--- config.mk ---
export PLATFORM = sky130hd
export DESIGN_NAME = loadMissTop
export DESIGN_NICKNAME = d
export VERILOG_FILES = /design/src/source/loadMissPkg.sv /design/src/source/lineFill.sv /design/src/source/loadMissQueue.sv /design/src/source/loadMissTop.sv /design/src/source/memArbiter.sv /design/src/source/uncachedReader.sv
export SDC_FILE = /design/constraint.sdc
export NUM_CORES = 1
export LEC_CHECK = 0
export BUFFER_PORTS_ARGS = -buffer_cell sky130_fd_sc_hd__buf_2
export CELL_PAD_IN_SITES_DETAIL_PLACEMENT = 1
export CELL_PAD_IN_SITES_GLOBAL_PLACEMENT = 2
export CORE_MARGIN = 2
export CORE_UTILIZATION = 30
export DETAILED_ROUTE_END_ITERATION = 16
export PLACE_DENSITY = 0.73
export SETUP_SLACK_MARGIN = 0.5
export SYNTH_ARGS = -nofsm -noshare
export SYNTH_HDL_FRONTEND = slang
export SYNTH_SLANG_ARGS = --single-unit
--- constraint.sdc ---
create_clock -name clk -period 7.9 [get_ports clk]
set_input_delay 0.395 -clock clk [delete_from_list [all_inputs] [get_ports clk]]
set_output_delay 0.395 -clock clk [all_outputs]
set_load 0.03 [all_outputs]
--- src/source/loadMissPkg.sv ---
package loadMissPkg;

    localparam int ADDR_BITS = 32;
    localparam int LINE_OFFSET_BITS = 5;
    localparam int WORD_IDX_BITS = LINE_OFFSET_BITS - 2;
    localparam int LINE_WORDS = 1 << WORD_IDX_BITS;
    localparam int PROGRESS_BITS = 4;
    localparam int SQN_BITS = 6;
    localparam int WORD_BITS = 32;
    localparam int TAG_BITS = 4;
    localparam int QUEUE_SIZE = 4;
    localparam int QUEUE_IDX_BITS = $clog2(QUEUE_SIZE);
    // Read latency of the memory behind the arbiter
    localparam int MEM_LATENCY = 3;

    typedef logic [ADDR_BITS-1:0] addr_t;
    typedef logic [ADDR_BITS-LINE_OFFSET_BITS-1:0] lineAddr_t;
    typedef logic [WORD_IDX_BITS-1:0] wordIdx_t;
    typedef logic [PROGRESS_BITS-1:0] progress_t;
    typedef logic [SQN_BITS-1:0] sqn_t;
    typedef logic [WORD_BITS-1:0] word_t;

    typedef struct packed {
        addr_t addr;
        sqn_t sqN;
        logic external;
        logic [TAG_BITS-1:0] tag;
    } LoadOp;

    typedef struct packed {
        logic taken;
        sqn_t sqN;
    } BranchFlush;

    typedef struct packed {
        logic active;
        lineAddr_t line;
        progress_t progress;
    } FillStatus;

    typedef struct packed {
        logic enable;
        lineAddr_t line;
        wordIdx_t word;
        word_t data;
    } CacheWrite;

    typedef struct packed {
        addr_t addr;
    } MemReq;

    typedef struct packed {
        word_t data;
    } MemResp;

    typedef enum logic [1:0] {
        FILL_IDLE,
        FILL_REQUEST,
        FILL_WAIT,
        FILL_WRITE
    } FillState;

    typedef enum logic [1:0] {
        READ_IDLE,
        READ_REQUEST,
        READ_WAIT,
        READ_RESPOND
    } ReadState;

endpackage

--- src/source/lineFill.sv ---
module lineFill (
    input logic clk,
    input logic rst,
    input logic fillReqValid,
    output logic fillReqReady,
    input loadMissPkg::lineAddr_t fillReqLine,
    output logic readValid,
    input logic readReady,
    output loadMissPkg::addr_t readAddr,
    input logic respValid,
    input loadMissPkg::word_t respData,
    output loadMissPkg::FillStatus fillStatus,
    output loadMissPkg::CacheWrite cacheWrite
);
    import loadMissPkg::*;

    FillState state;
    lineAddr_t lineReg;
    wordIdx_t wordCnt;
    progress_t progress;
    word_t dataReg;

    assign fillReqReady = (state == FILL_IDLE);
    assign readValid = (state == FILL_REQUEST);
    assign readAddr = {lineReg, wordCnt, 2'b00};

    always_comb begin
        fillStatus.active = (state != FILL_IDLE);
        fillStatus.line = lineReg;
        fillStatus.progress = progress;

        // One write per word, the cycle after its response
        cacheWrite.enable = (state == FILL_WRITE);
        cacheWrite.line = lineReg;
        cacheWrite.word = wordCnt;
        cacheWrite.data = dataReg;
    end

    always_ff @(posedge clk) begin
        if (rst) begin
            state <= FILL_IDLE;
            wordCnt <= '0;
            progress <= '0;
        end else begin
            case (state)
                FILL_IDLE: begin
                    if (fillReqValid) begin
                        lineReg <= fillReqLine;
                        wordCnt <= '0;
                        progress <= '0;
                        state <= FILL_REQUEST;
                    end
                end
                FILL_REQUEST: begin
                    if (readReady)
                        state <= FILL_WAIT;
                end
                FILL_WAIT: begin
                    if (respValid) begin
                        dataReg <= respData;
                        // Word counts as filled while its write is presented
                        progress <= progress + 1'b1;
                        state <= FILL_WRITE;
                    end
                end
                FILL_WRITE: begin
                    wordCnt <= wordCnt + 1'b1;
                    // Last word ends the fill
                    state <= (wordCnt == wordIdx_t'(LINE_WORDS - 1)) ? FILL_IDLE : FILL_REQUEST;
                end
                default: state <= FILL_IDLE;
            endcase
        end
    end

endmodule

--- src/source/loadMissQueue.sv ---
module loadMissQueue (
    input logic clk,
    input logic rst,
    input loadMissPkg::BranchFlush flush,
    input loadMissPkg::FillStatus fillStatus,
    input logic loadValid,
    output logic loadReady,
    input loadMissPkg::LoadOp load,
    input logic replayAny,
    output logic replayValid,
    input logic replayReady,
    output loadMissPkg::LoadOp replay,
    output logic queueBusy
);
    import loadMissPkg::*;

    typedef struct packed {
        logic valid;
        logic ready;
        LoadOp op;
    } QueueEntry;

    QueueEntry entries [QUEUE_SIZE];

    logic freeFound;
    logic [QUEUE_IDX_BITS-1:0] freeIdx;
    logic deqFound;
    logic [QUEUE_IDX_BITS-1:0] deqIdx;

    // Younger than the branch and not external
    function automatic logic isSquashed(LoadOp op, BranchFlush br);
        logic signed [SQN_BITS-1:0] age;
        age = op.sqN - br.sqN;
        return !op.external && br.taken && (age > 0);
    endfunction

    // Lowest free slot, lowest replay candidate
    always_comb begin
        freeFound = 1'b0;
        freeIdx = '0;
        deqFound = 1'b0;
        deqIdx = '0;
        queueBusy = 1'b0;
        for (int i = 0; i < QUEUE_SIZE; i++) begin
            if (entries[i].valid)
                queueBusy = 1'b1;
            if (!freeFound && !entries[i].valid) begin
                freeFound = 1'b1;
                freeIdx = QUEUE_IDX_BITS'(i);
            end
            if (!deqFound && entries[i].valid && (entries[i].ready || replayAny) &&
                !isSquashed(entries[i].op, flush)) begin
                deqFound = 1'b1;
                deqIdx = QUEUE_IDX_BITS'(i);
            end
        end
    end

    assign loadReady = freeFound;

    always_ff @(posedge clk) begin
        if (rst) begin
            for (int i = 0; i < QUEUE_SIZE; i++) begin
                entries[i].valid <= 1'b0;
                entries[i].ready <= 1'b0;
            end
            replayValid <= 1'b0;
        end else begin
            for (int i = 0; i < QUEUE_SIZE; i++) begin
                // Fill has written past this entry's word
                if (entries[i].valid && fillStatus.active &&
                    entries[i].op.addr[ADDR_BITS-1:LINE_OFFSET_BITS] == fillStatus.line &&
                    progress_t'(entries[i].op.addr[LINE_OFFSET_BITS-1:2]) <
                    fillStatus.progress)
                    entries[i].ready <= 1'b1;
                if (isSquashed(entries[i].op, flush))
                    entries[i].valid <= 1'b0;
            end

            // Squashed on arrival means accepted and dropped
            if (loadValid && freeFound && !isSquashed(load, flush)) begin
                entries[freeIdx].valid <= 1'b1;
                entries[freeIdx].ready <= 1'b0;
                entries[freeIdx].op <= load;
            end

            if ((replayValid && replayReady) || isSquashed(replay, flush))
                replayValid <= 1'b0;
            if ((!replayValid || replayReady) && deqFound) begin
                replayValid <= 1'b1;
                replay <= entries[deqIdx].op;
                entries[deqIdx].valid <= 1'b0;
            end
        end
    end

endmodule

--- src/source/loadMissTop.sv ---
module loadMissTop (
    input logic clk,
    input logic rst,
    input loadMissPkg::BranchFlush flush,
    input logic loadValid,
    output logic loadReady,
    input loadMissPkg::LoadOp load,
    input logic replayAny,
    output logic replayValid,
    input logic replayReady,
    output loadMissPkg::LoadOp replay,
    input logic fillReqValid,
    output logic fillReqReady,
    input loadMissPkg::lineAddr_t fillReqLine,
    input logic ucReqValid,
    output logic ucReqReady,
    input loadMissPkg::addr_t ucReqAddr,
    output logic ucRespValid,
    output loadMissPkg::word_t ucRespData,
    output logic memReqValid,
    input logic memReqReady,
    output loadMissPkg::MemReq memReq,
    input logic memRespValid,
    input loadMissPkg::MemResp memResp,
    output loadMissPkg::FillStatus fillStatus,
    output loadMissPkg::CacheWrite cacheWrite,
    output logic queueBusy
);
    import loadMissPkg::*;

    // Master 0 is the line fill, master 1 the uncached reader
    logic [1:0] readValid;
    logic [1:0] readReady;
    addr_t fillReadAddr;
    addr_t ucReadAddr;
    logic fillRespValid;
    logic ucMemRespValid;
    word_t respData;

    loadMissQueue queue0 (
        .clk(clk), .rst(rst), .flush(flush), .fillStatus(fillStatus),
        .loadValid(loadValid), .loadReady(loadReady), .load(load),
        .replayAny(replayAny), .replayValid(replayValid), .replayReady(replayReady),
        .replay(replay), .queueBusy(queueBusy)
    );

    lineFill fill0 (
        .clk(clk), .rst(rst),
        .fillReqValid(fillReqValid), .fillReqReady(fillReqReady), .fillReqLine(fillReqLine),
        .readValid(readValid[0]), .readReady(readReady[0]), .readAddr(fillReadAddr),
        .respValid(fillRespValid), .respData(respData),
        .fillStatus(fillStatus), .cacheWrite(cacheWrite)
    );

    uncachedReader reader0 (
        .clk(clk), .rst(rst),
        .ucReqValid(ucReqValid), .ucReqReady(ucReqReady), .ucReqAddr(ucReqAddr),
        .readValid(readValid[1]), .readReady(readReady[1]), .readAddr(ucReadAddr),
        .respValid(ucMemRespValid), .respData(respData),
        .ucRespValid(ucRespValid), .ucRespData(ucRespData)
    );

    memArbiter arbiter0 (
        .clk(clk), .rst(rst),
        .reqValid(readValid), .reqReady(readReady),
        .reqAddr0(fillReadAddr), .reqAddr1(ucReadAddr),
        .respValid0(fillRespValid), .respValid1(ucMemRespValid), .respData(respData),
        .memReqValid(memReqValid), .memReqReady(memReqReady), .memReq(memReq),
        .memRespValid(memRespValid), .memResp(memResp)
    );

endmodule

--- src/source/memArbiter.sv ---
module memArbiter (
    input logic clk,
    input logic rst,
    input logic [1:0] reqValid,
    output logic [1:0] reqReady,
    input loadMissPkg::addr_t reqAddr0,
    input loadMissPkg::addr_t reqAddr1,
    output logic respValid0,
    output logic respValid1,
    output loadMissPkg::word_t respData,
    output logic memReqValid,
    input logic memReqReady,
    output loadMissPkg::MemReq memReq,
    input logic memRespValid,
    input loadMissPkg::MemResp memResp
);

    logic busy;
    logic owner;
    logic favored;
    logic grantIdx;

    always_comb begin
        // Favored master first, otherwise the other one
        grantIdx = reqValid[favored] ? favored : !favored;
        memReqValid = !busy && (|reqValid);
        memReq.addr = grantIdx ? reqAddr1 : reqAddr0;
        reqReady = 2'b00;
        if (!busy && memReqReady && reqValid[grantIdx])
            reqReady[grantIdx] = 1'b1;

        respValid0 = memRespValid && busy && !owner;
        respValid1 = memRespValid && busy && owner;
        respData = memResp.data;
    end

    always_ff @(posedge clk) begin
        if (rst) begin
            busy <= 1'b0;
            owner <= 1'b0;
            favored <= 1'b0;
        end else if (!busy) begin
            if (memReqValid && memReqReady) begin
                busy <= 1'b1;
                owner <= grantIdx;
                favored <= !grantIdx;
            end
        end else if (memRespValid) begin
            busy <= 1'b0;
        end
    end

endmodule

--- src/source/uncachedReader.sv ---
module uncachedReader (
    input logic clk,
    input logic rst,
    input logic ucReqValid,
    output logic ucReqReady,
    input loadMissPkg::addr_t ucReqAddr,
    output logic readValid,
    input logic readReady,
    output loadMissPkg::addr_t readAddr,
    input logic respValid,
    input loadMissPkg::word_t respData,
    output logic ucRespValid,
    output loadMissPkg::word_t ucRespData
);
    import loadMissPkg::*;

    ReadState state;
    addr_t addrReg;
    word_t dataReg;

    assign ucReqReady = (state == READ_IDLE);
    assign readValid = (state == READ_REQUEST);
    assign readAddr = addrReg;
    assign ucRespValid = (state == READ_RESPOND);
    assign ucRespData = dataReg;

    always_ff @(posedge clk) begin
        if (rst) begin
            state <= READ_IDLE;
        end else begin
            case (state)
                READ_IDLE: begin
                    if (ucReqValid) begin
                        addrReg <= ucReqAddr;
                        state <= READ_REQUEST;
                    end
                end
                // Hold the request until the arbiter takes it
                READ_REQUEST: if (readReady) state <= READ_WAIT;
                READ_WAIT: begin
                    if (respValid) begin
                        dataReg <= respData;
                        state <= READ_RESPOND;
                    end
                end
                default: state <= READ_IDLE;
            endcase
        end
    end

endmodule

# Yosys cells after proc, flatten, opt, wreduce, memory -nomap -nowiden
# Memory sizes are Yosys's and may differ from the RTL's. A register that Yosys moved wholly into a read port is not among the register bits.
# Cells that the tools add are included.
[word_totals]
reg_bits = 138
ram_bits = 180
inputBits = 150
out_inout_bits = 209
wordCells = 244
n_memories = 1
[op_classes]
n_addsub = 8
n_lt_le_gt_ge = 13
eq_ne = 17
n_mux = 86
bitwise = 10
n_reduce_logical = 97
[memory_table]
columns = ["memory", "depth", "width", "rd", "rd_ports_with_merged_regs", "wr", "line", "source"]
rows = [
  ["queue0.entries", 4, 45, 5, 1, 6, "loadMissQueue.sv:23", "QueueEntry entries [QUEUE_SIZE];"],
]
[op_table]
columns = ["cell", "count"]
rows = [
  ["$eq 27x27->1", 4],
  ["$mux 1", 66],
  ["$logic_and 1x1->1", 50],
  ["$gt 6x1->1 const B", 6],
  ["$sub 6x6->6", 6],
  ["$mux 32", 1],
  ["$logic_not 1->1", 24],
  ["$mux 2", 11],
  ["$reduce_and 3->1", 7],
  ["$lt 3x4->1", 4],
  ["$eq 2x2->1 const B", 4],
  ["$mux 4", 2],
  ["$ne 2x1->1 const B", 4],
  ["$or 1x1->1", 8],
  ["$pmux 2 s4", 1],
  ["$pmux 4 s2", 1],
  ["$reduce_bool 2->1", 4],
  ["$logic_or 1x1->1", 6],
  ["$pmux 2 s3", 1],
  ["$pmux 3 s2", 1],
  ["$reduce_and 2->1", 3],
  ["$add 4x1->4 const B", 1],
  ["$eq 2x1->1 const B", 2],
  ["$logic_not 2->1", 2],
  ["other kinds (9)", 12],
]

# Depth between registers and ports, before layout
# Gate-level depths: netlist of the first run.
# An unclocked memory read counts as a cell.
[logic_depth]
depth_word = 26
ltp_mapped = 14
mapped_depth_nobuf = 12

# By module
# A second synthesis of the first run with hierarchy kept.
[unflattened]
hier_cells = 1150
area_unflattened_um2 = 16910.0
[modules_own_cells]
columns = ["module", "instances", "cells_per_inst", "area_per_inst_um2", "seq_area_each_um2"]
rows = [
  ["loadMissQueue", 1, 800, 11168.2, 6636.4],
  ["lineFill", 1, 180, 2785.2, 1951.9],
  ["uncachedReader", 1, 83, 2114.5, 1961.9],
  ["memArbiter", 1, 87, 842.1, 60.1],
]

# Least setup slack after synthesis of the first run
# OpenSTA, ideal clock, no wires.
[synth_path]
path_type = "input port to flip-flop"
start = "in flush[0] (netlist bit)"
end = "reg queue0.replay[0] (netlist name)"
setup_time_ns = 0.473
t_arrival_ns = 4.310
required_ns = 7.427
slack_ns = 3.117
cell_stages = 8
path_buffers = 0
cell_sequence = "ha_1 -> fa_1 -> nand2b_1 -> a21oi_1 -> xor2_1 -> o311a_1 -> a21o_1 -> a31oi_1"
[synth_between]
elab_chain_len = 23
word_cells_on_any_way = 38
cone_classes = "4 x add/sub; 4 x order compare; 7 x mux; 23 x reduce/logical"
[synth_rtl]
columns = ["element", "line", "source"]
rows = [
  ["start, declared", "loadMissTop.sv:4", "input loadMissPkg::BranchFlush flush,"],
  ["$sub 6x6->6", "loadMissQueue.sv:33", "age = op.sqN - br.sqN;"],
  ["$gt 6x1->1", "loadMissQueue.sv:34", "return !op.external && br.taken && (age > 0);"],
  ["$logic_and 1x1->1", "loadMissQueue.sv:34", ""],
  ["$logic_not 1->1", "loadMissQueue.sv:52", "!isSquashed(entries[i].op, flush)) begin"],
  ["$logic_and 1x1->1", "loadMissQueue.sv:51", "if (!deqFound && entries[i].valid && (entries[i].ready || replayAny) &&"],
  ["$mux 1", "loadMissQueue.sv:51", ""],
  ["$logic_not 1->1", "loadMissQueue.sv:51", ""],
  ["$logic_and 1x1->1 (3 in a row)", "loadMissQueue.sv:51", ""],
  ["$mux 1", "loadMissQueue.sv:51", ""],
  ["$logic_not 1->1", "loadMissQueue.sv:51", ""],
  ["$logic_and 1x1->1 (3 in a row)", "loadMissQueue.sv:51", ""],
  ["$mux 1", "loadMissQueue.sv:51", ""],
  ["$logic_not 1->1", "loadMissQueue.sv:51", ""],
  ["$logic_and 1x1->1 (3 in a row)", "loadMissQueue.sv:51", ""],
  ["$mux 1", "loadMissQueue.sv:51", ""],
  ["$logic_and 1x1->1", "loadMissQueue.sv:89", "if ((!replayValid || replayReady) && deqFound) begin"],
  ["$reduce_and 2->1 (no line)", "n/a", ""],
]
# Parallel ways exist; a longest one is shown, timed or not.
# A chain may end at the register's enable or synchronous reset.

==> impl_results.md, run 1 <==
* Setup Viol. Count Final at 0
* Global router's overall resource usage at 17.9%
* Wire length of the first global-routing pass at between 70,000 and 80,000 µm
* Required time of the critical path at 8300 ps
* Cell count after synthesis at between 1,000 and 1,500
* Post-route core utilization at 38.5%
* Transition time of the tightest slew-check pin at around 1100 ps
* Most used standard cells in the synthesized netlist: 338 x sky130_fd_sc_hd__edfxtp_1, 169 x sky130_fd_sc_hd__and2_1, 99 x sky130_fd_sc_hd__xor2_1
* Largest net degree at the start of global routing at 89
* Depth of the worst register-to-register path at 13
* H-tree depth at 2
* M3 GR Usage at 3.39%
* Port-buffer cells at about 360
* Area growth from synthesis to final layout at 26.9%
* Post-detailed-routing wire length at 53,800 µm
* Clock-pin slew of the registers on the worst-case setup and hold paths at 70 ps
* IO Count at 359
* Cell types occupying the most area after synthesis: sky130_fd_sc_hd__edfxtp_1 59%, sky130_fd_sc_hd__and2_1 6.2%, sky130_fd_sc_hd__xor2_1 5.1%
* Unrepaired setup endpoints after global routing: no
* Run status: complete, no violations
* Fin cells at 2,484
* Number of iterations in the first detailed-routing pass at 6
* Endpoint type of the worst setup path: register
* Synthesized area divided by synthesized cell count at 13.3 µm²
* Total leakage power at about 8.5 nW
* Avg WL per Cell at 21.7 µm
* Hold Slack at between 30 and 40 ps
* Overall power consumption at 5.43 mW
* Path type of the worst setup path: reg -> reg
* Fraction of power spent switching nets at 30.4%
* Number of placement rows at 87
* Clock sink count at 361
* Area share of the largest cell type after synthesis at roughly three fifths
* Fraction of power consumed by the clock network at approximately 37%
* Switching power of the nets at 1.65 mW
* Total of fill cells in the finished design at 6,057
* Fraction of final layout cells sized beyond drive strength 1 at between 20% and 30%
* Core box area at 56,400 µm²
* Netlist area before placement at between 15,000 and 20,000 µm²
* Terminating pin of the worst hold path: reader0.ucRespData[16]
* DRC violation total after the first TritonRoute iteration at 663
* Post-route setup TNS at 0 ps
* Time the final worst path needs with I/O delays and setup at 4120 ps
* Starting density of the core at 30.4%
* Portion of the post-synthesis area used by sequential elements at 62.0%
* Asr flop ratio synth at 0%
* Fin. Hold Viols at 0
* Vertical die dimension at 243 µm
* Max-cap check violation count at 0
* Final Cycle Share at 52.2%
* Count of vias placed by the detailed router at ~12,000
* R2R Setup Slk at roughly 3800 ps
* Sequential cell fraction of total power at 42.2%
* Relative slew margins at 27.2%
* Skew final at 20.1 ps
* Number of buffers inserted during clock tree synthesis at 43
* Routing usage on met1 at 22.3%
* Root Driver: sky130_fd_sc_hd__clkbuf_16
* Number of enable-type register cells in the synthesized netlist at 338
* Overflow after GRT at 0
* Post-Place Cells at 2,321
* Number of cells on the worst hold path at 1
* Die footprint at between 50,000 and 60,000 µm²
* Power Internal at between 3 and 4 mW
* Yosys reg bits at about 360
* Detail Route Antenna Nets at 0
* Global routing usage on met2 at 31.3%
* Final design area excluding fillers at 21,700 µm²
* Clk Latency, worst-skew pair at around 580 ps
* Top achievable clock speed at 243 MHz
* Count leader, synth: sky130_fd_sc_hd__edfxtp_1
* TritonCTS clock tree: yes
* Worst path setup slack after routing at ~3800 ps
* Count of yosys warnings during synthesis at 0
* Arrival time at the worst endpoint at about 4500 ps
* Proportion of power drawn by combinational gates at 20.7%
* Gpl congestion at 0.819
* Placed inst area at 19,500 µm²
* Element type at the critical path start: register
* Reg2Reg Launch Point: queue0.entries[0][5]
* Hpwl dp at 38,200 µm
* Worst-path maximum fanout at 34
* Final Max Slew Viols at 0
* Worst-case vdd ir drop at 0.000143 V
* Setup repair bufs after CTS at 0
* Die extent in x at 243 µm
* Detail-routed via count per cell at 4.72
* Worst flop-to-flop path endpoint: queue0.replay[8]
* Post-detailed-route DRC marker count at 0
* Number of library cell types mapped by synthesis at a little over 60
* Busiest layer in global routing: met2
* Power Density at 250 nW/µm²
* Worst slack at placement at about 3500 ps
* Hold wc startpoint: memResp[16]
* Synth Flop Type: sky130_fd_sc_hd__edfxtp_1
* Cell taking the most area after synthesis: sky130_fd_sc_hd__edfxtp_1
* Number of global-route vias before repair at 12,300
* Maximum root-to-sink buffer count at 3
* Post-Syn Nets at 1,497
* Net count of the finished layout at about 1,900
* Initial antenna violation count at 6
* Min-Delay Path Class: in -> reg
[sequential cells by signal (all words and copies together), names as in the netlist]
register / count
queue0.replay: 43
fill0.state: 2
fill0.dataReg: 32
reader0.readAddr: 32
arbiter0.busy: 1
reader0.ucRespData: 32
queue0.replayValid: 1
queue0.entries: 180
reader0.state: 2
arbiter0.favored: 1
arbiter0.owner: 1
fill0.lineReg: 27
fill0.progress: 4
fill0.wordCnt: 3
[worst max-delay path, cell delays in order (launching register included)]
cell                       delay, ps
sky130_fd_sc_hd__edfxtp_1        400
sky130_fd_sc_hd__inv_1            80
sky130_fd_sc_hd__ha_1            160
sky130_fd_sc_hd__inv_1            60
sky130_fd_sc_hd__fa_1            410
sky130_fd_sc_hd__a21o_1          200
sky130_fd_sc_hd__a21oi_1         170
sky130_fd_sc_hd__xor2_1           80
sky130_fd_sc_hd__a311oi_1        430
sky130_fd_sc_hd__a21oi_2         210
sky130_fd_sc_hd__nor4b_4         750
sky130_fd_sc_hd__buf_4           580
sky130_fd_sc_hd__a22oi_1         200
sky130_fd_sc_hd__o211ai_1        160
[layout by cell type, fill, tap and decap left out, drive strengths merged, types with 41 or more instances in the layout]
cell / count
xnor2: 41
ha: 49
edfxtp: 338
buf: 371
inv: 78
o211ai: 43
dlygate4sd3: 82
nand2: 57
clkbuf: 56
xor2: 99
and2: 169
a22oi: 43
[repair_timing]
action / CTS / global route
gates resized for setup: 0 / 0
hold buffers: 82 / 0
hold endpoints to repair: 104 / 0
[layout make-up]
cell class / instances / area [µm²] / area share, %
Antenna cell: 1 / 2.50 / 0.0115
Clock buffer: 56 / 1140 / 5.27
Clock inverter: 24 / 285 / 1.31
Inverter: 76 / 285 / 1.31
Multi-Input combinational cell: 757 / 5750 / 26.5
Sequential cell: 361 / 10600 / 48.8
Tap cell: 756 / 946 / 4.35
Timing Repair Buffer: 453 / 2710 / 12.5
[worst max-delay path by stage]
stage / startpoint / to / depth (start not counted)
3_3_place_gp: flush[1] / queue0.replay[4] / 12
6_report: queue0.entries[0][5] / queue0.replay[8] / 13
5_1_grt: queue0.entries[0][5] / queue0.replay[5] / 13
3_5_place_dp: flush[1] / queue0.replay[9] / 12
4_1_cts: queue0.entries[0][5] / queue0.replay[8] / 13
2_1_floorplan: flush[0] / queue0.replay[0] / 8
[power groups by stage]
stage               clock (mW)  combinational, mW  sequential, mW
floorplan                    0              0.730            2.33
global placement             0               1.08            2.33
detailed placement           0               1.10            2.33
CTS                       2.07               1.13            2.29
global route              2.13               1.21            2.30
finish                    2.01               1.13            2.29
[metal layers]
layer | share of wire [%] | routed length [µm] | vias to the layer above
met4 | 2.2 | 1160 | 10
met5 | 0.13 | 71 | -
met1 | 42 | 22800 | 5872
li1 | - | - | 5406
met3 | 5.6 | 3010 | 73
met2 | 50 | 26800 | 371
[kinds of logic after synthesis]
group	share of synthesized area (%)
flip-flops	62.0
AND/OR/NAND/NOR	11.9
buffers and inverters	4.89
AO/OA/AOI/OAI	7.65
XOR/XNOR	7.16
adder cells (fa/ha/maj)	4.28
multiplexers	2.15
Power figures use the tool's default switching activity.
==> run 2: changes to the inputs <==
--- a/config.mk
+++ b/config.mk
@@ -5,13 +5,14 @@
 export SDC_FILE = /design/constraint.sdc
 export NUM_CORES = 1
 export LEC_CHECK = 0
+export ABC_AREA = 1
 export BUFFER_PORTS_ARGS = -buffer_cell sky130_fd_sc_hd__buf_2
 export CELL_PAD_IN_SITES_DETAIL_PLACEMENT = 1
 export CELL_PAD_IN_SITES_GLOBAL_PLACEMENT = 2
 export CORE_MARGIN = 2
 export CORE_UTILIZATION = 30
 export DETAILED_ROUTE_END_ITERATION = 16
-export PLACE_DENSITY = 0.73
+export PLACE_DENSITY = 0.79
 export SETUP_SLACK_MARGIN = 0.5
 export SYNTH_ARGS = -nofsm -noshare
 export SYNTH_HDL_FRONTEND = slang
==> constraint.sdc (replaced) <==
create_clock -name clk -period 3.35 [get_ports clk]
set_input_delay 0.1675 -clock clk [delete_from_list [all_inputs] [get_ports clk]]
set_output_delay 0.1675 -clock clk [all_outputs]
set_load 0.03 [all_outputs]
==> run 2 against run 1 <==
  * Synthesized cell count increased by 27%
  * Register-to-register slack worse by 3200 ps
  * Sequential share of layout area fell by 3.0 points
  * Critical path type unchanged
  * Largest cell class unchanged
==> impl_results.md, run 2 <==
* Time the final worst path needs with I/O delays and setup at 2740 ps (-1380 ps)
* Post-route setup TNS at 0 ps (unchanged)
* Post-Syn Nets at 1,852 (+24%)
* Worst-path maximum fanout at 9 (-74%)
* Power Density at 562 nW/µm² (+120%)
* Clock sink count at 361 (unchanged)
* Number of placement rows at 88 (+1.1%)
* Clock-pin slew of the registers on the worst-case setup and hold paths at 60 ps (about the same)
* Unrepaired setup endpoints after global routing: yes
* Portion of the post-synthesis area used by sequential elements at 60.7% (-1.2 points)
* Netlist area before placement at 17,500 µm² (+2.0%)
* Total of fill cells in the finished design at 6,453 (+6.5%)
* Switching power of the nets at 4.29 mW (+160%)
* Post-route core utilization at 40.2% (+1.6 points)
* Fraction of power consumed by the clock network at 35.5% (-1.5 points)
* TritonCTS clock tree: yes
* Count of yosys warnings during synthesis at 0 (unchanged)
* Net count of the finished layout at 2,354 (+24%)
* Peak per-stage delay on the critical path at 400 ps (-350 ps)
* H-tree depth at 2 (unchanged)
* Sequence of cells on the critical path: inv_1 -> ha_1 -> fa_1 -> nand3b_1 -> nand3_1 -> nand2_1 -> nand3_1 -> nand3_2 -> nand2_2 -> nand4_1 -> nand2_2 -> clkinvlp_4 -> buf_12 -> clkbuf_16
* Fin. Hold Viols at 0 (unchanged)
* Depth of the worst register-to-register path at 14 (+1)
* Min-Delay Path Class: in -> reg
* Arrival time at the worst endpoint at 3080 ps (-1440 ps)
* Core box area at 57,600 µm² (+2.1%)
* Yosys reg bits at 361 (unchanged)
* Endpoint type of the worst setup path: register
* Sequential cell fraction of total power at 41.6% (-0.6 points)
* Total leakage power at 9.35 nW (+9.6%)
* Detail-routed via count per cell at 4.87 (+3.0%)
* Detail Route Antenna Nets at 0 (unchanged)
* Vertical die dimension at 245 µm (+0.99%)
* Required time of the critical path at 3690 ps (-4610 ps)
* Max-cap check violation count at 0 (unchanged)
* Run status: complete, no violations
* Number of library cell types mapped by synthesis at 39 (-37%)
* Number of cells on the worst hold path at 3 (+2)
* Commonest cells after routing, fill and taps aside: 358 x sky130_fd_sc_hd__buf_2, 338 x sky130_fd_sc_hd__edfxtp_1, 288 x sky130_fd_sc_hd__nand2_1
* Maximum root-to-sink buffer count at 3 (unchanged)
* Most common library cell in the layout ignoring fill and taps: sky130_fd_sc_hd__buf_2
* Area growth from synthesis to final layout at 32.5%
* Number of buffers inserted during clock tree synthesis at 42 (-2.3%)
* Final Max Slew Viols at 0 (unchanged)
* Worst Path Buf+Inv at 4 (+1)
* Top achievable clock speed at 365 MHz (+50%)
* Number of global-route vias before repair at 15,100 (+22%)
* Largest net degree at the start of global routing at 54 (-39%)
* Global routing usage on met2 at 36.2% (+4.9 points)
* Starting density of the core at 30.3% (about the same)
* Area share of the largest cell type after synthesis at 58.1% (-1.2 points)
* Die extent in x at 245 µm (+0.99%)
* Asr flop ratio synth at 0% (unchanged)
* DRC violation total after the first TritonRoute iteration at 964 (+45%)
* Global router's overall resource usage at 20.6% (+2.7 points)
* Fraction of final layout cells sized beyond drive strength 1 at 25.9% (-3.1 points)
* Gpl congestion at 0.823 (+0.43%)
* Transition time of the tightest slew-check pin at 672 ps (-421 ps)
* Critical path depth at 14 (+1)
* Wire length of the first global-routing pass at 92,900 µm (+18%)
* Hpwl dp at 44,400 µm (+16%)
* Avg WL per Cell at 21.7 µm (+0.15%)
* Post-detailed-routing wire length at 64,000 µm (+19%)
* Post-detailed-route DRC marker count at 0 (unchanged)
* Cell at the slowest stage of the critical path: sky130_fd_sc_hd__fa_1
* Cell count after synthesis at 1,647 (+27%)
* Synthesized area divided by synthesized cell count at 10.6 µm² (-20%)
* Final Cycle Share at 81.9% (+30 points)
* Worst-case vdd ir drop at 0.000366 V (+160%)
* Count of vias placed by the detailed router at 14,400 (+22%)
* Cell taking the most area after synthesis: sky130_fd_sc_hd__edfxtp_1
* Cell family with most CP delay: simple AND/OR/NAND/NOR gates
* Proportion of power drawn by combinational gates at 23.0% (+2.3 points)
* Routing usage on met1 at 25.5% (+3.2 points)
* Fraction of power spent switching nets at 33.0% (+2.6 points)
* Synth Flop Type: sky130_fd_sc_hd__edfxtp_1
* Count leader, synth: sky130_fd_sc_hd__edfxtp_1
* Relative slew margins at 54.9% (+28 points)
* Setup Viol. Count Final at 0 (unchanged)
* Skew final at 29.7 ps (+9.62 ps)
* Number of iterations in the first detailed-routing pass at 5 (-1)
* M3 GR Usage at 3.58% (+0.19 points)
* Biggest regs: queue0.entries x180, queue0.replay x43
* Path type of the worst setup path: reg -> reg
* Number of enable-type register cells in the synthesized netlist at 338 (unchanged)
* Register bank with the most flops: queue0.entries
* Root Driver: sky130_fd_sc_hd__clkbuf_16
* Most used standard cells in the synthesized netlist: 338 x sky130_fd_sc_hd__edfxtp_1, 290 x sky130_fd_sc_hd__nand2_1, 226 x sky130_fd_sc_hd__nor2_1
* Power Internal at 8.72 mW (+130%)
* Element type at the critical path start: register
* Busiest layer in global routing: met2
* Port-buffer cells at 358 (unchanged)
* Cell types occupying the most area after synthesis: sky130_fd_sc_hd__edfxtp_1 58%, sky130_fd_sc_hd__nand2_1 6.2%, sky130_fd_sc_hd__nor2_1 4.9%
* IO Count at 359 (unchanged)
* Die footprint at 60,200 µm² (+2.0%)
* Initial antenna violation count at 2 (-4)
* Overflow after GRT at 0 (unchanged)
* Clk Latency, worst-skew pair at 590 ps (about the same)
* Number of flip-flops under the largest register name at 180 (unchanged)
run 2: cell count changes after synthesis, sizes merged, moves of 34 or more:
cell | previous run | this run
nand2 | 57 | 297
inv | 76 | 175
clkbuf | 50 | 16
a22oi | 43 | 0
nor2 | 34 | 229
and2 | 169 | 0
xor2 | 99 | 25
o211ai | 43 | 3
nand4 | 10 | 72
nand3 | 13 | 139
run 2: kinds of logic (layout without fill, tap and decap cells):
logic type / Yosys count / in the layout / synth area share, %
buffers and inverters: 261 / 797 / 6.90
adder cells (fa/ha/maj): 55 / 55 / 4.20
AO/OA/AOI/OAI: 107 / 107 / 3.50
other: 0 / 1 / 0
AND/OR/NAND/NOR: 788 / 788 / 20.9
flip-flops: 361 / 361 / 60.7
XOR/XNOR: 75 / 75 / 3.76
run 2: power by group through the flow:
stage | combinational, mW | clock, mW | sequential, mW
3_5_place_dp | 2.79 | 0 | 5.50
5_1_grt | 3.23 | 4.85 | 5.43
6_report | 2.99 | 4.61 | 5.41
3_3_place_gp | 2.73 | 0 | 5.49
4_1_cts | 2.94 | 4.71 | 5.41
2_1_floorplan | 1.72 | 0 | 5.55
run 2: worst reg2reg max path: cells and delay by family (launching register included):
| kind | cells | cell delay, ps |
|---|---|---|
| simple gates | 8 | 1060 |
| fa+ha+maj | 2 | 600 |
| buf+inv | 4 | 500 |
| flops | 1 | 350 |
run 2: layout make-up:
cell class	instances	area (µm²)	area share [%]
Antenna cell	1	2.50	0.0108
Timing Repair Buffer	543	3800	16.4
Inverter	176	688	2.97
Clock inverter	28	248	1.07
Clock buffer	50	1110	4.81
Tap cell	765	957	4.14
Multi-Input combinational cell	1025	5720	24.7
Sequential cell	361	10600	45.8
run 2: timing repair:
item,CTS,global route
setup buffers,3,7
hold endpoints to repair,289,0
setup endpoints to repair,67,267
gates resized for setup,4,20
pin swaps,1,3
hold buffers,137,0
cloned,0,5
run 2: path summary, 6_finish.rpt:
| path | startpoint | end | slack (ps) |
|---|---|---|---|
| min reg2reg | queue0.entries[3][43] | queue0.entries[3][43] | 480 |
| max | queue0.entries[2][5] | queue0.replay[13] | 610 |
| min | ucReqValid | reader0.state[1] | 20 |
| max reg2reg | queue0.entries[2][5] | queue0.replay[13] | 610 |
run 2: metal layers:
| metal | vias to the layer above | part of all wire [%] | wire [µm] |
|---|---|---|---|
| li1 | 6590 | - | - |
| met1 | 7145 | 42 | 26600 |
| met2 | 507 | 50 | 31700 |
| met3 | 106 | 6.0 | 3810 |
| met4 | 2 | 2.9 | 1840 |
| met5 | - | 0.019 | 12 |
run 2: metrics by stage:
stage               hold WS [ps]  cells  power (mW)  cell area [µm²]  worst slack [ps]
floorplan                    266   1647        7.28            17500               537
global placement             344   2718        8.22            20100               437
CTS                         1.04   2936        13.1            22900               501
global route                71.3   2948        13.5            23100               446
detailed placement           346   2718        8.29            20100               341
finish                      22.4   2949        13.0            23100               607
==> run 3: changes to the inputs <==
==> constraint.sdc (replaced) <==
create_clock -name clk -period 2.44 [get_ports clk]
set_input_delay 0.122 -clock clk [delete_from_list [all_inputs] [get_ports clk]]
set_output_delay 0.122 -clock clk [all_outputs]
set_load 0.03 [all_outputs]
==> run 3 against run 2 <==
  * The flow now finishes with violations (negative setup slack)
  * Hold slack better by 20 ps
  * Clock power up 43%
  * Worst setup slack worse by 940 ps
  * First-iteration DRC count up 14%
  * Maximum frequency down 0.94%
  * Critical path depth up 4
  * Highest routed layer is now met4
==> impl_results.md, run 3 (same netlist as run 2, synthesis figures left out) <==
* Run status: finished, violations left
* Failing checks: negative setup slack
* Fin cells at 3,111 (+5.5%)
* Register bank with the most flops: queue0.entries
* TritonCTS clock tree: yes
* Required time of the critical path at 2790 ps (-900 ps)
* Die extent in x at 245 µm (unchanged)
* Clk Latency, worst-skew pair at 600 ps (about the same)
* Number of buffers inserted during clock tree synthesis at 43 (+2.4%)
* Vertical die dimension at 245 µm (unchanged)
* Global router's overall resource usage at 22.3% (+1.7 points)
* Starting density of the core at 30.3% (unchanged)
* Clock sink count at 361 (unchanged)
* Overall power consumption at 21.4 mW (+65%)
* Worst-path maximum fanout at 5 (-4)
* Relative slew margins at 61.1% (+6.2 points)
* Gpl congestion at 0.872 (+5.9%)
* Unrepaired setup endpoints after global routing: yes
* Detail Route Antenna Nets at 0 (unchanged)
* Power Density at 805 nW/µm² (+43%)
* Top achievable clock speed at 361 MHz (-0.94%)
* Clock-pin slew of the registers on the worst-case setup and hold paths at 60 ps (about the same)
* Min-Delay Path Class: in -> reg
* Final Max Slew Viols at 0 (unchanged)
* Port-buffer cells at 358 (unchanged)
* Arrival time at the worst endpoint at 3120 ps (+40 ps)
* Setup Viol. Count Final at 87 (+87)
* Avg WL per Cell at 24.0 µm (+10%)
* Depth of the worst register-to-register path at 18 (+4)
* Detail-routed via count per cell at 5.02 (+3.2%)
* Area growth from synthesis to final layout at 52.5%
* Number of cells on the worst hold path at 4 (+1)
* H-tree depth at 2 (unchanged)
* Overflow after GRT at 0 (unchanged)
* Power Internal at 14.1 mW (+61%)
* Hold Slack at 42.3 ps (+19.9 ps)
* Fin. Hold Viols at 0 (unchanged)
* IO Count at 359 (unchanged)
* Total of fill cells in the finished design at 6,178 (-4.3%)
* Most common library cell in the layout ignoring fill and taps: sky130_fd_sc_hd__edfxtp_1
* Number of iterations in the first detailed-routing pass at 5 (unchanged)
* Commonest cells after routing, fill and taps aside: 338 x sky130_fd_sc_hd__edfxtp_1, 324 x sky130_fd_sc_hd__buf_2, 226 x sky130_fd_sc_hd__nand2_1
* Maximum root-to-sink buffer count at 3 (unchanged)
* Total leakage power at 10.8 nW (+15%)
* Worst-case vdd ir drop at 0.000740 V (+100%)
* Number of global-route vias before repair at 16,100 (+6.8%)
* Time the final worst path needs with I/O delays and setup at 2770 ps (+26.0 ps)
* Hpwl dp at 45,800 µm (+3.3%)
* Switching power of the nets at 7.37 mW (+72%)
* Path type of the worst setup path: reg -> reg
* Biggest regs: queue0.entries x180, queue0.replay x43
* Post-detailed-route DRC marker count at 0 (unchanged)
* Sequential cell fraction of total power at 34.7% (-6.9 points)
* Count of vias placed by the detailed router at 15,600 (+8.9%)
* Root Driver: sky130_fd_sc_hd__clkbuf_16
* Max-cap check violation count at 0 (unchanged)
* Core box area at 57,600 µm² (unchanged)
* Fraction of power consumed by the clock network at 30.6% (-4.9 points)
* Number of placement rows at 88 (unchanged)
* Largest net degree at the start of global routing at 35 (-35%)
* Number of flip-flops under the largest register name at 180 (unchanged)
* Die footprint at 60,200 µm² (unchanged)
* Post-route core utilization at 46.3% (+6.1 points)
* Proportion of power drawn by combinational gates at 34.7% (+12 points)
* Element type at the critical path start: register
* Initial antenna violation count at 2 (unchanged)
* DRC violation total after the first TritonRoute iteration at 1,099 (+14%)
* Fraction of final layout cells sized beyond drive strength 1 at 37.8% (+12 points)
* Wire length of the first global-routing pass at 99,900 µm (+7.6%)
* Net count of the finished layout at 2,514 (+6.8%)
* Post-Place Cells at 2,762 (+1.6%)
* Transition time of the tightest slew-check pin at 582 ps (-90.0 ps)
* Post-detailed-routing wire length at 74,600 µm (+17%)
* Endpoint type of the worst setup path: register
* Skew final at 39.7 ps (+9.98 ps)
* Worst path setup slack after routing at -329 ps (-936 ps)
* Final Cycle Share at 113% (+32 points)
* Fraction of power spent switching nets at 34.4% (+1.4 points)
==> run 3: metal layers <==
metal  vias to the layer above  GRT usage (%)  share of wire (%)
met5                         -              0                  0
met4                         0           9.27                4.4
met3                       177           4.38                6.9
met2                       688           39.3                 50
met1                      7821           26.6                 39
li1                       6937              -                  -
==> run 3: final timing paths <==
| check | to | slack [ps] | from |
|---|---|---|---|
| max | queue0.replay[2] | -330 | queue0.entries[1][5] |
| min reg2reg | queue0.entries[3][43] | 470 | queue0.entries[3][43] |
| min | fill0.progress[3] | 40 | fillReqValid |
| max reg2reg | queue0.replay[2] | -330 | queue0.entries[1][5] |
==> run 3: cell type report <==
class                      instances  area [µm²]  share of cell area [%]
clock buffer                      51        1120                    4.19
inverter                         176         733                    2.75
timing repair inverter             1        8.76                  0.0329
antenna                            3        7.51                  0.0282
timing repair buffer             701        6250                    23.4
sequential                       361       10600                    39.9
tap                              765         957                    3.59
clock inverter                    28         312                    1.17
multi-input combinational       1025        6640                    24.9
==> run 3: worst max-delay path, stage by stage (launching register included) <==
cell                         delay, ps
sky130_fd_sc_hd__edfxtp_1          390
sky130_fd_sc_hd__inv_1              80
sky130_fd_sc_hd__ha_2              170
sky130_fd_sc_hd__inv_2              40
sky130_fd_sc_hd__fa_2              520
sky130_fd_sc_hd__inv_2              40
sky130_fd_sc_hd__nand2_2            50
sky130_fd_sc_hd__a21oi_2            30
sky130_fd_sc_hd__nand2_1            60
sky130_fd_sc_hd__nor2_1             40
sky130_fd_sc_hd__nand2_1            70
sky130_fd_sc_hd__nand3_2            90
sky130_fd_sc_hd__nand2_4            80
sky130_fd_sc_hd__nand4_1           170
sky130_fd_sc_hd__nand2_2           150
sky130_fd_sc_hd__clkinvlp_4        130
sky130_fd_sc_hd__buf_12            150
sky130_fd_sc_hd__buf_8             130
sky130_fd_sc_hd__buf_16            140
==> run 3: power by group through the flow <==
stage | combinational, mW | sequential (mW) | clock, mW
finish | 7.43 | 7.43 | 6.57
global route | 7.76 | 7.45 | 6.89
CTS | 6.16 | 7.44 | 6.65
detailed placement | 4.03 | 7.53 | 0
global placement | 3.96 | 7.52 | 0
floorplan | 2.40 | 7.62 | 0
==> run 3: what timing repair did <==
item / CTS / global route
hold buffers: 139 / 0
pin swaps: 24 / 52
setup endpoints to repair: 304 / 460
endpoints found under the hold margin: 297 / 0
cloned: 11 / 27
resized for setup: 233 / 178
setup buffers: 32 / 58
==> run 3: per-stage QoR <==
stage	TNS [ps]	worst slack [ps]	cell area (µm²)
detailed placement	-35660	-316	20800
global route	-33100	-440	26600
floorplan	-18740	-344	17600
CTS	-15100	-210	24900
global placement	-19540	-154	20800
finish	-21090	-329	26600
